==> config.mk <==
export PLATFORM = sky130hd
export DESIGN_NAME = tlb_dma_top
export DESIGN_NICKNAME = d
export VERILOG_FILES = /design/src/tlb_dma_pkg.sv /design/src/seq_queue.sv /design/src/tlb_fetch_req.sv /design/src/tlb_idma_arb.sv /design/src/tlb_dma_top.sv
export SDC_FILE = /design/constraint.sdc
export NUM_CORES = 1
export LEC_CHECK = 0
export ABC_AREA = 1
export BUFFER_PORTS_ARGS = -buffer_cell sky130_fd_sc_hd__buf_4
export CORE_AREA = 4 4 269 271
export CTS_CLUSTER_DIAMETER = 40
export DETAILED_ROUTE_END_ITERATION = 10
export DIE_AREA = 0 0 273 275
export SYNTH_ARGS = -nofsm -noshare
export SYNTH_HDL_FRONTEND = slang
export SYNTH_SLANG_ARGS = --single-unit
==> constraint.sdc <==
create_clock -name aclk -period 16 [get_ports aclk]
set_clock_uncertainty 0.1 [all_clocks]
set_input_delay 3.2 -clock aclk [delete_from_list [all_inputs] [get_ports aclk]]
set_output_delay 3.2 -clock aclk [all_outputs]
set_load 0.01 [all_outputs]
==> src/tlb_dma_pkg.sv <==
// ---------------------------------------------------------------------
// tlb dma package
// shared types and constants for the tlb miss page transfer subsystem
// ---------------------------------------------------------------------
package tlb_dma_pkg;

  // page offset width used when forming physical addresses
  localparam int PAGE_BITS = 12;
  // largest byte count moved by a single dma request
  localparam int MAX_CHUNK = 1024;

  // host or card physical address
  typedef logic [47:0] vaddr_t;
  // virtual page number
  typedef logic [35:0] vpn_t;
  // process id
  typedef logic [5:0]  pid_t;
  // byte count
  typedef logic [27:0] len_t;

  // one tlb miss as handed to a fetch channel
  typedef struct packed {
    vpn_t vpn;
    pid_t pid;
    // total bytes, never zero
    len_t len;
    // raise an interrupt once the miss is done
    logic isr;
  } tlb_miss_t;

  // one request towards the dma engine
  typedef struct packed {
    vaddr_t paddr_host;
    vaddr_t paddr_card;
    len_t   len;
    // completion wanted, set on the last chunk of a miss
    logic   ctl;
    logic   isr;
    pid_t   pid;
  } dma_req_t;

  // completion reported back by the engine
  typedef struct packed {
    pid_t pid;
  } dma_rsp_t;

  // finished miss as seen by the owner of a channel
  typedef struct packed {
    pid_t pid;
    logic isr;
  } miss_cpl_t;

  // sequence queue entry, wr picks the write channel
  typedef struct packed {
    logic isr;
    logic wr;
  } seq_tag_t;

endpackage

==> src/seq_queue.sv <==
// ---------------------------------------------------------------------
// sequence queue
// small synchronous fifo, head word visible before the pop
// ---------------------------------------------------------------------
module seq_queue #(
  parameter int DEPTH = 8,
  parameter int WIDTH = 2
) (
  input  logic             aclk,
  input  logic             rst,
  input  logic             push_valid,
  input  logic [WIDTH-1:0] push_data,
  output logic             push_ready,
  input  logic             pop,
  output logic             head_valid,
  output logic [WIDTH-1:0] head_data
);

  // pointer width, kept at one bit for a single entry queue
  localparam int AW = (DEPTH > 1) ? $clog2(DEPTH) : 1;
  localparam int CW = $clog2(DEPTH + 1);

  logic [WIDTH-1:0] mem [DEPTH];
  logic [AW-1:0]    wr_ptr;
  logic [AW-1:0]    rd_ptr;
  logic [CW-1:0]    count;
  logic             do_push;
  logic             do_pop;

  // full and empty both come straight from the occupancy count
  assign push_ready = (int'(count) != DEPTH);
  assign head_valid = (count != '0);
  assign head_data  = mem[rd_ptr];

  assign do_push = push_valid && push_ready;
  assign do_pop  = pop && head_valid;

  // storage array, written only on an accepted push
  always_ff @(posedge aclk) begin
    if (do_push) begin
      mem[wr_ptr] <= push_data;
    end
  end

  always_ff @(posedge aclk) begin
    if (rst) begin
      wr_ptr <= '0;
      rd_ptr <= '0;
      count  <= '0;
    end else begin
      // wrap explicitly so depth need not be a power of two
      if (do_push) begin
        wr_ptr <= (int'(wr_ptr) == DEPTH - 1) ? '0 : wr_ptr + 1'b1;
      end
      if (do_pop) begin
        rd_ptr <= (int'(rd_ptr) == DEPTH - 1) ? '0 : rd_ptr + 1'b1;
      end
      // simultaneous push and pop leaves the count alone
      if (do_push && !do_pop) begin
        count <= count + 1'b1;
      end else if (do_pop && !do_push) begin
        count <= count - 1'b1;
      end
    end
  end

  // the producer must respect push_ready
  assert property (@(posedge aclk) disable iff (rst) push_valid |-> push_ready);
  // nothing may be consumed from an empty queue
  assert property (@(posedge aclk) disable iff (rst) pop |-> head_valid);

endmodule

==> src/tlb_fetch_req.sv <==
// ---------------------------------------------------------------------
// tlb fetch request channel
// splits one tlb miss into dma chunks, caps the unfinished misses
// and forwards the miss completion to the channel owner
// ---------------------------------------------------------------------
module tlb_fetch_req #(
  parameter int                  N_OUTSTANDING = 8,
  parameter tlb_dma_pkg::vaddr_t HOST_BASE     = '0,
  parameter tlb_dma_pkg::vaddr_t CARD_BASE     = '0
) (
  input  logic                    aclk,
  input  logic                    rst,
  input  tlb_dma_pkg::tlb_miss_t  miss,
  input  logic                    miss_valid,
  output logic                    miss_ready,
  output tlb_dma_pkg::dma_req_t   req,
  output logic                    req_valid,
  input  logic                    req_ready,
  input  logic                    cpl_done,
  input  tlb_dma_pkg::miss_cpl_t  cpl,
  output logic                    miss_cpl_valid,
  output tlb_dma_pkg::miss_cpl_t  miss_cpl
);

  localparam int                  CW         = $clog2(N_OUTSTANDING + 1);
  localparam tlb_dma_pkg::len_t   CHUNK_LEN  = tlb_dma_pkg::len_t'(tlb_dma_pkg::MAX_CHUNK);
  localparam tlb_dma_pkg::vaddr_t CHUNK_STEP = tlb_dma_pkg::vaddr_t'(tlb_dma_pkg::MAX_CHUNK);

  typedef enum logic {
    ST_IDLE,
    ST_ISSUE
  } state_t;

  state_t              state_q;
  state_t              state_d;
  logic [CW-1:0]       cnt_q;
  logic [CW-1:0]       cnt_d;
  tlb_dma_pkg::vpn_t   vpn_q;
  // bytes still to move after the chunk currently on req
  tlb_dma_pkg::len_t   rem_q;
  // byte offset of the chunk currently on req
  tlb_dma_pkg::vaddr_t off_q;
  tlb_dma_pkg::vpn_t   src_vpn;
  tlb_dma_pkg::len_t   src_len;
  tlb_dma_pkg::vaddr_t src_off;
  tlb_dma_pkg::len_t   chunk_len;
  tlb_dma_pkg::vaddr_t page_addr;
  logic                miss_acc;
  logic                req_acc;
  logic                last_acc;

  assign req_valid = (state_q == ST_ISSUE);
  assign miss_acc  = miss_valid && miss_ready;
  assign req_acc   = req_valid && req_ready;
  assign last_acc  = req_acc && req.ctl;

  // source of the next chunk, the fresh miss or the one in flight
  always_comb begin
    if (state_q == ST_IDLE) begin
      src_vpn = miss.vpn;
      src_len = miss.len;
      src_off = '0;
    end else begin
      src_vpn = vpn_q;
      src_len = rem_q;
      src_off = off_q + CHUNK_STEP;
    end
    chunk_len = (src_len > CHUNK_LEN) ? CHUNK_LEN : src_len;
    page_addr = tlb_dma_pkg::vaddr_t'(src_vpn) << tlb_dma_pkg::PAGE_BITS;
  end

  // next state and unfinished miss count
  always_comb begin
    state_d = state_q;
    if (miss_acc) begin
      state_d = ST_ISSUE;
    end else if (last_acc) begin
      state_d = ST_IDLE;
    end
    cnt_d = cnt_q;
    case ({last_acc, cpl_done})
      2'b10:   cnt_d = cnt_q + 1'b1;
      2'b01:   cnt_d = cnt_q - 1'b1;
      default: cnt_d = cnt_q;
    endcase
  end

  always_ff @(posedge aclk) begin
    if (rst) begin
      state_q        <= ST_IDLE;
      cnt_q          <= '0;
      miss_ready     <= 1'b0;
      miss_cpl_valid <= 1'b0;
    end else begin
      state_q        <= state_d;
      cnt_q          <= cnt_d;
      // registered, so ready comes up one cycle after reset
      miss_ready     <= (state_d == ST_IDLE) && (int'(cnt_d) < N_OUTSTANDING);
      miss_cpl_valid <= cpl_done;
    end
  end

  // chunk payload, loaded on accept and after every non final chunk
  always_ff @(posedge aclk) begin
    if (miss_acc || (req_acc && !req.ctl)) begin
      req.paddr_host <= HOST_BASE + page_addr + src_off;
      req.paddr_card <= CARD_BASE + page_addr + src_off;
      req.len        <= chunk_len;
      req.ctl        <= (src_len == chunk_len);
      off_q          <= src_off;
      rem_q          <= src_len - chunk_len;
    end
    if (miss_acc) begin
      vpn_q   <= miss.vpn;
      req.isr <= miss.isr;
      req.pid <= miss.pid;
    end
    if (cpl_done) begin
      miss_cpl <= cpl;
    end
  end

  // a stalled chunk has to stay put until the arbiter takes it
  assert property (@(posedge aclk) disable iff (rst)
    req_valid && !req_ready |=> req_valid && $stable(req));
  // completions only ever close a miss that was issued
  assert property (@(posedge aclk) disable iff (rst) cpl_done |-> cnt_q != '0);

endmodule

==> src/tlb_idma_arb.sv <==
// ---------------------------------------------------------------------
// tlb idma arbiter
// puts the read or write channel on the dma port under mutex and
// routes in order completions back through a sequence queue
// ---------------------------------------------------------------------
module tlb_idma_arb #(
  parameter int N_OUTSTANDING = 8
) (
  input  logic                    aclk,
  input  logic                    rst,
  // 1 grants the write channel, 0 the read channel
  input  logic                    mutex,
  input  tlb_dma_pkg::dma_req_t   rd_req,
  input  logic                    rd_req_valid,
  output logic                    rd_req_ready,
  input  tlb_dma_pkg::dma_req_t   wr_req,
  input  logic                    wr_req_valid,
  output logic                    wr_req_ready,
  output tlb_dma_pkg::dma_req_t   dma_req,
  output logic                    dma_valid,
  input  logic                    dma_ready,
  input  logic                    dma_done,
  input  tlb_dma_pkg::dma_rsp_t   dma_rsp,
  output logic                    rd_cpl_done,
  output logic                    wr_cpl_done,
  output tlb_dma_pkg::miss_cpl_t  rd_cpl,
  output tlb_dma_pkg::miss_cpl_t  wr_cpl
);

  localparam int TAG_W = $bits(tlb_dma_pkg::seq_tag_t);

  tlb_dma_pkg::dma_req_t   grant_req;
  logic                    grant_valid;
  logic                    seq_push_valid;
  logic                    seq_push_ready;
  tlb_dma_pkg::seq_tag_t   seq_push_tag;
  logic                    seq_head_valid;
  tlb_dma_pkg::seq_tag_t   seq_head_tag;

  // one tag per request that expects a completion
  seq_queue #(
    .DEPTH (N_OUTSTANDING),
    .WIDTH (TAG_W)
  ) u_seq_queue (
    .aclk       (aclk),
    .rst        (rst),
    .push_valid (seq_push_valid),
    .push_data  (seq_push_tag),
    .push_ready (seq_push_ready),
    .pop        (dma_done),
    .head_valid (seq_head_valid),
    .head_data  (seq_head_tag)
  );

  // request side, purely combinational
  always_comb begin
    if (mutex) begin
      grant_req   = wr_req;
      grant_valid = wr_req_valid;
    end else begin
      grant_req   = rd_req;
      grant_valid = rd_req_valid;
    end

    // hold everything back while the tag queue is full
    // so no completion can ever lose its owner
    dma_req      = grant_req;
    dma_valid    = grant_valid && seq_push_ready;
    rd_req_ready = !mutex && dma_ready && seq_push_ready;
    wr_req_ready = mutex && dma_ready && seq_push_ready;

    // only the last chunk of a miss carries ctl
    seq_push_valid   = dma_valid && dma_ready && grant_req.ctl;
    seq_push_tag.isr = grant_req.isr;
    seq_push_tag.wr  = mutex;
  end

  // completion side, the head tag names the owner
  always_comb begin
    rd_cpl_done = dma_done && !seq_head_tag.wr;
    wr_cpl_done = dma_done && seq_head_tag.wr;

    // pid comes from the engine, isr was remembered at issue
    rd_cpl.pid  = dma_rsp.pid;
    rd_cpl.isr  = seq_head_tag.isr;
    wr_cpl.pid  = dma_rsp.pid;
    wr_cpl.isr  = seq_head_tag.isr;
  end

  // the engine may only complete requests that were issued with ctl
  assert property (@(posedge aclk) disable iff (rst) dma_done |-> seq_head_valid);

endmodule

==> src/tlb_dma_top.sv <==
// ---------------------------------------------------------------------
// tlb dma top
// read and write fetch channels sharing one dma request port
// ---------------------------------------------------------------------
module tlb_dma_top #(
  parameter int                  N_OUTSTANDING = 8,
  parameter tlb_dma_pkg::vaddr_t RD_HOST_BASE  = 48'h0000_1000_0000,
  parameter tlb_dma_pkg::vaddr_t RD_CARD_BASE  = 48'h0000_2000_0000,
  parameter tlb_dma_pkg::vaddr_t WR_HOST_BASE  = 48'h0000_3000_0000,
  parameter tlb_dma_pkg::vaddr_t WR_CARD_BASE  = 48'h0000_4000_0000
) (
  input  logic                    aclk,
  input  logic                    rst,
  input  logic                    mutex,
  // miss inputs
  input  tlb_dma_pkg::tlb_miss_t  rd_miss,
  input  logic                    rd_miss_valid,
  output logic                    rd_miss_ready,
  input  tlb_dma_pkg::tlb_miss_t  wr_miss,
  input  logic                    wr_miss_valid,
  output logic                    wr_miss_ready,
  // shared dma engine port
  output tlb_dma_pkg::dma_req_t   dma_req,
  output logic                    dma_valid,
  input  logic                    dma_ready,
  input  logic                    dma_done,
  input  tlb_dma_pkg::dma_rsp_t   dma_rsp,
  // finished misses per channel
  output logic                    rd_cpl_valid,
  output tlb_dma_pkg::miss_cpl_t  rd_cpl,
  output logic                    wr_cpl_valid,
  output tlb_dma_pkg::miss_cpl_t  wr_cpl
);

  tlb_dma_pkg::dma_req_t  rd_req;
  logic                   rd_req_valid;
  logic                   rd_req_ready;
  tlb_dma_pkg::dma_req_t  wr_req;
  logic                   wr_req_valid;
  logic                   wr_req_ready;
  logic                   rd_cpl_done;
  logic                   wr_cpl_done;
  tlb_dma_pkg::miss_cpl_t rd_arb_cpl;
  tlb_dma_pkg::miss_cpl_t wr_arb_cpl;

  // read miss channel
  tlb_fetch_req #(
    .N_OUTSTANDING (N_OUTSTANDING),
    .HOST_BASE     (RD_HOST_BASE),
    .CARD_BASE     (RD_CARD_BASE)
  ) u_rd_fetch (
    .aclk           (aclk),
    .rst            (rst),
    .miss           (rd_miss),
    .miss_valid     (rd_miss_valid),
    .miss_ready     (rd_miss_ready),
    .req            (rd_req),
    .req_valid      (rd_req_valid),
    .req_ready      (rd_req_ready),
    .cpl_done       (rd_cpl_done),
    .cpl            (rd_arb_cpl),
    .miss_cpl_valid (rd_cpl_valid),
    .miss_cpl       (rd_cpl)
  );

  // write miss channel
  tlb_fetch_req #(
    .N_OUTSTANDING (N_OUTSTANDING),
    .HOST_BASE     (WR_HOST_BASE),
    .CARD_BASE     (WR_CARD_BASE)
  ) u_wr_fetch (
    .aclk           (aclk),
    .rst            (rst),
    .miss           (wr_miss),
    .miss_valid     (wr_miss_valid),
    .miss_ready     (wr_miss_ready),
    .req            (wr_req),
    .req_valid      (wr_req_valid),
    .req_ready      (wr_req_ready),
    .cpl_done       (wr_cpl_done),
    .cpl            (wr_arb_cpl),
    .miss_cpl_valid (wr_cpl_valid),
    .miss_cpl       (wr_cpl)
  );

  tlb_idma_arb #(
    .N_OUTSTANDING (N_OUTSTANDING)
  ) u_arb (
    .aclk         (aclk),
    .rst          (rst),
    .mutex        (mutex),
    .rd_req       (rd_req),
    .rd_req_valid (rd_req_valid),
    .rd_req_ready (rd_req_ready),
    .wr_req       (wr_req),
    .wr_req_valid (wr_req_valid),
    .wr_req_ready (wr_req_ready),
    .dma_req      (dma_req),
    .dma_valid    (dma_valid),
    .dma_ready    (dma_ready),
    .dma_done     (dma_done),
    .dma_rsp      (dma_rsp),
    .rd_cpl_done  (rd_cpl_done),
    .wr_cpl_done  (wr_cpl_done),
    .rd_cpl       (rd_arb_cpl),
    .wr_cpl       (wr_arb_cpl)
  );

endmodule

==> implementation parameters <==
Parameter                              Value

Finish
  N_diodes ... 0
  Area growth from synthesis to final layout ... 20.9%
  Number of nets in the final layout ... 3836
  Number of cells in the finished layout apart from fillers ... 4519
  Proportion of layout cells with a drive suffix above 1 ... 16.9%
  Sequential cell area ... 13100 um2
  Fill count ... 6698
  Final Util ... 48.3%
  Footprint of the multi-input gates ... 12800 um2

Place
  Placer congestion estimate ... 0.946
  HPWL after detailed placement ... 64.4 mm
  Placed cell count ... 4362
  Number of I/O port buffers ... 285

STA
  Final hold slack ... 0.392 ns
  TNS Setup ... 0 ns
  RSZ-0062 raised after global routing ... no
  Relative slew margins ... 27.0%
  Clock period minus worst slack ... 8.33 ns
  Hold Violations, Final ... 0
  Post-route fraction of the period consumed by the critical path ... 52.1%
  Number of slew-limit violations in the final report ... 0
  Highest Clock Rate ... 120 MHz
  Final setup violation count ... 0
  Pin slew with the least headroom to its limit ... 1.10 ns

Die
  Die width ... 273 um
  Effective utilization at floorplan ... 39.9%
  Top-Level Pins ... 306
  Cell row count ... 97
  Vertical extent of the die ... 275 um
  Area of the core ... 69800 um2
  Die Area ... 75100 um2

Clocking
  Number of setup buffers added after CTS ... 0
  Clk slew on worst S/H paths ... 0.05 ns
  Clock tree from TritonCTS ... done
  CTS buffer count ... 85
  Cell chosen for the clock root ... clkbuf_16
  Hold-fix buffer count after cts ... 0
  CTS max path bufs ... 3
  Htree depth ... 3
  Cts repair resizes ... 0
  Clk Latency, worst-skew pair ... 0.62 ns
  Sinks on Clock Net ... 445

Worst setup path
  CP Launch Type ... primary input
  Worst Path Max Fanout ... 54
  R2R setup slack ... 10.68 ns
  Endpoint class of the critical path ... output port
  Most used cell, CP ... buf_4
  Arrival time reported for the critical path endpoint ... 5.03 ns
  Critical path, cell by cell ... buf_4 > buf_4 > mux2_2 > buf_4
  Data required, critical path ... 12.70 ns
  Max stage delay cell, worst path ... buf_4
  Biggest cell delay along the critical path ... 0.65 ns
  Worst setup path category ... primary input to output port

Min path
  Type of the most critical hold path ... flop to flop

Logic synthesis
  Number of enable-type register cells in the synthesized netlist ... 418
  Post-synthesis sequential element count ... 445
  Commonest register cell after synthesis ... edfxtp_1
  Async set or reset register ratio after synthesis ... 0%
  Cell variety after synth ... 56
  Post-Synthesis Mean Instance Area ... 8.79 um2
  Gate Count Post-Synth ... 3171
  YS warnings ... 0
  Area of the mapped netlist ... 27900 um2
  Proportion of synthesized chip area in sequential cells ... 47.0%

Drt
  Drt wl/cell ... 18.5 um
  Total Wirelength ... 83.4 mm
  Via density ... 5.02
  Count of TritonRoute iterations in the first routing pass ... 6
  Via count ... 22700
  Drt initial violations ... 1966
  DR DRC count ... 0
  ANT nets after route ... 0

Global routing
  Wire length of the first global-routing pass ... 126 mm
  Overflow after GRT ... 0
  Combined global-route utilization of all metal layers ... 21.7%
  Antenna violations before repair ... 0
  Maximum number of pins on one net before global-route repair ... 96
  Number of global-route vias before repair ... 21700

Power and ir drop
  Pleak ... 14.9 nW
  Power per cell area ... 148 nW/um2
  VDD IR max ... 0.0825 mV

Status
  Result of the run ... completed

Flow run
  Number of max-cap violations ... 0
## layout make-up
type / instances / share of cell area [%]
clock buffer: 93 / 6.46
clock inverter: 64 / 1.84
inverter: 412 / 4.59
multi-input combinational: 2269 / 38.1
sequential: 445 / 38.9
tap: 940 / 3.49
timing repair buffer: 296 / 6.60
## synth_stat cells, types with 27 or more instances
library cell / count / share of area [%]
a21oi_1: 165 / 3.0
mux2_2: 93 / 3.8
inv_1: 409 / 5.5
buf_4: 41 / 1.1
ha_1: 167 / 7.5
xor2_1: 97 / 3.0
dfxtp_1: 27 / 1.9
nand4_1: 39 / 0.88
xnor2_1: 27 / 0.85
edfxtp_1: 418 / 45
nand3_1: 118 / 2.1
nor2_1: 338 / 4.6
clkbuf_1: 40 / 0.54
nand2_1: 780 / 11
nor3_1: 72 / 1.3
o21ai_0: 134 / 2.4
## metrics by stage
stage / instance area [um2] / setup WS [ns] / power [mW]
2_1_floorplan: 28100 / 0.755 / 2.75
3_3_place_gp: 30900 / 7.76 / 3.27
3_5_place_dp: 30900 / 7.71 / 3.27
4_1_cts: 33700 / 7.70 / 5.05
5_1_grt: 33700 / 7.62 / 5.29
6_report: 33700 / 7.67 / 5.00
## layer usage
layer	global-route usage [%]	vias to the layer above	share of wire, %	routed length, um
met2	34.3	745	44	36600
met4	4.55	0	1.8	1490
met5	0	-	0	0
met1	30.9	10600	47	39400
li1	-	11300	-	-
met3	4.52	108	7.1	5940
## sequential cells by signal (all words and copies together), names as in the netlist, 4 cells and up, named ones only
signal                   count
u_arb.u_seq_queue.count      4
u_arb.u_seq_queue.mem       16
u_rd_fetch.cnt_q             4
u_rd_fetch.miss_cpl          7
u_rd_fetch.off_q            38
u_rd_fetch.rem_q            28
u_rd_fetch.req              92
u_rd_fetch.vpn_q            36
u_wr_fetch.cnt_q             4
u_wr_fetch.miss_cpl          7
u_wr_fetch.off_q            38
u_wr_fetch.rem_q            28
u_wr_fetch.req              92
u_wr_fetch.vpn_q            36
## worst paths after layout
path / from / to / cells past startpoint
setup / recovery: mutex / dma_req[16] / 4
hold / removal: u_arb.u_seq_queue.count[3] / u_arb.u_seq_queue.count[3] / 2
setup reg to reg: u_wr_fetch.off_q[10] / u_wr_fetch.req[130] / 22
hold reg to reg: u_arb.u_seq_queue.count[3] / u_arb.u_seq_queue.count[3] / 2
## logic make-up after synthesis
family	count (synthesis)	synth area share, %
and+or+nand+nor	1400	20.9
buffers and inverters	511	7.69
adders and majority gates	172	7.86
DFF	445	47.0
xor gates and xnor gates	124	3.90
other	2	0.0270
muxes	93	3.76
AOI/OAI and AO/OA	424	8.91
## placed cells by master, fill, tap and decap left out, drive strengths merged, types with 97 or more instances in the layout
master	netlist	routed
nand2	800	800
inv	412	434
edfxtp	418	418
nor2	348	348
buf	59	296
ha	167	167
a21oi	167	167
o21ai	167	167
nand3	122	122
xor2	97	97
## report_power, final
part           switching (mW)  total (mW)  internal, mW  leakage [nW]
logic                   0.970        1.47         0.504          9.48
clock network           0.659        1.74          1.09          1.35
registers               0.165        1.78          1.62          4.11
## critical path: cells and delay by family
family,cells,cell delay (ns)
buffers and inverters,3,1.30
multiplexers,1,0.43
No activity file was read; power rests on OpenSTA's default activity.
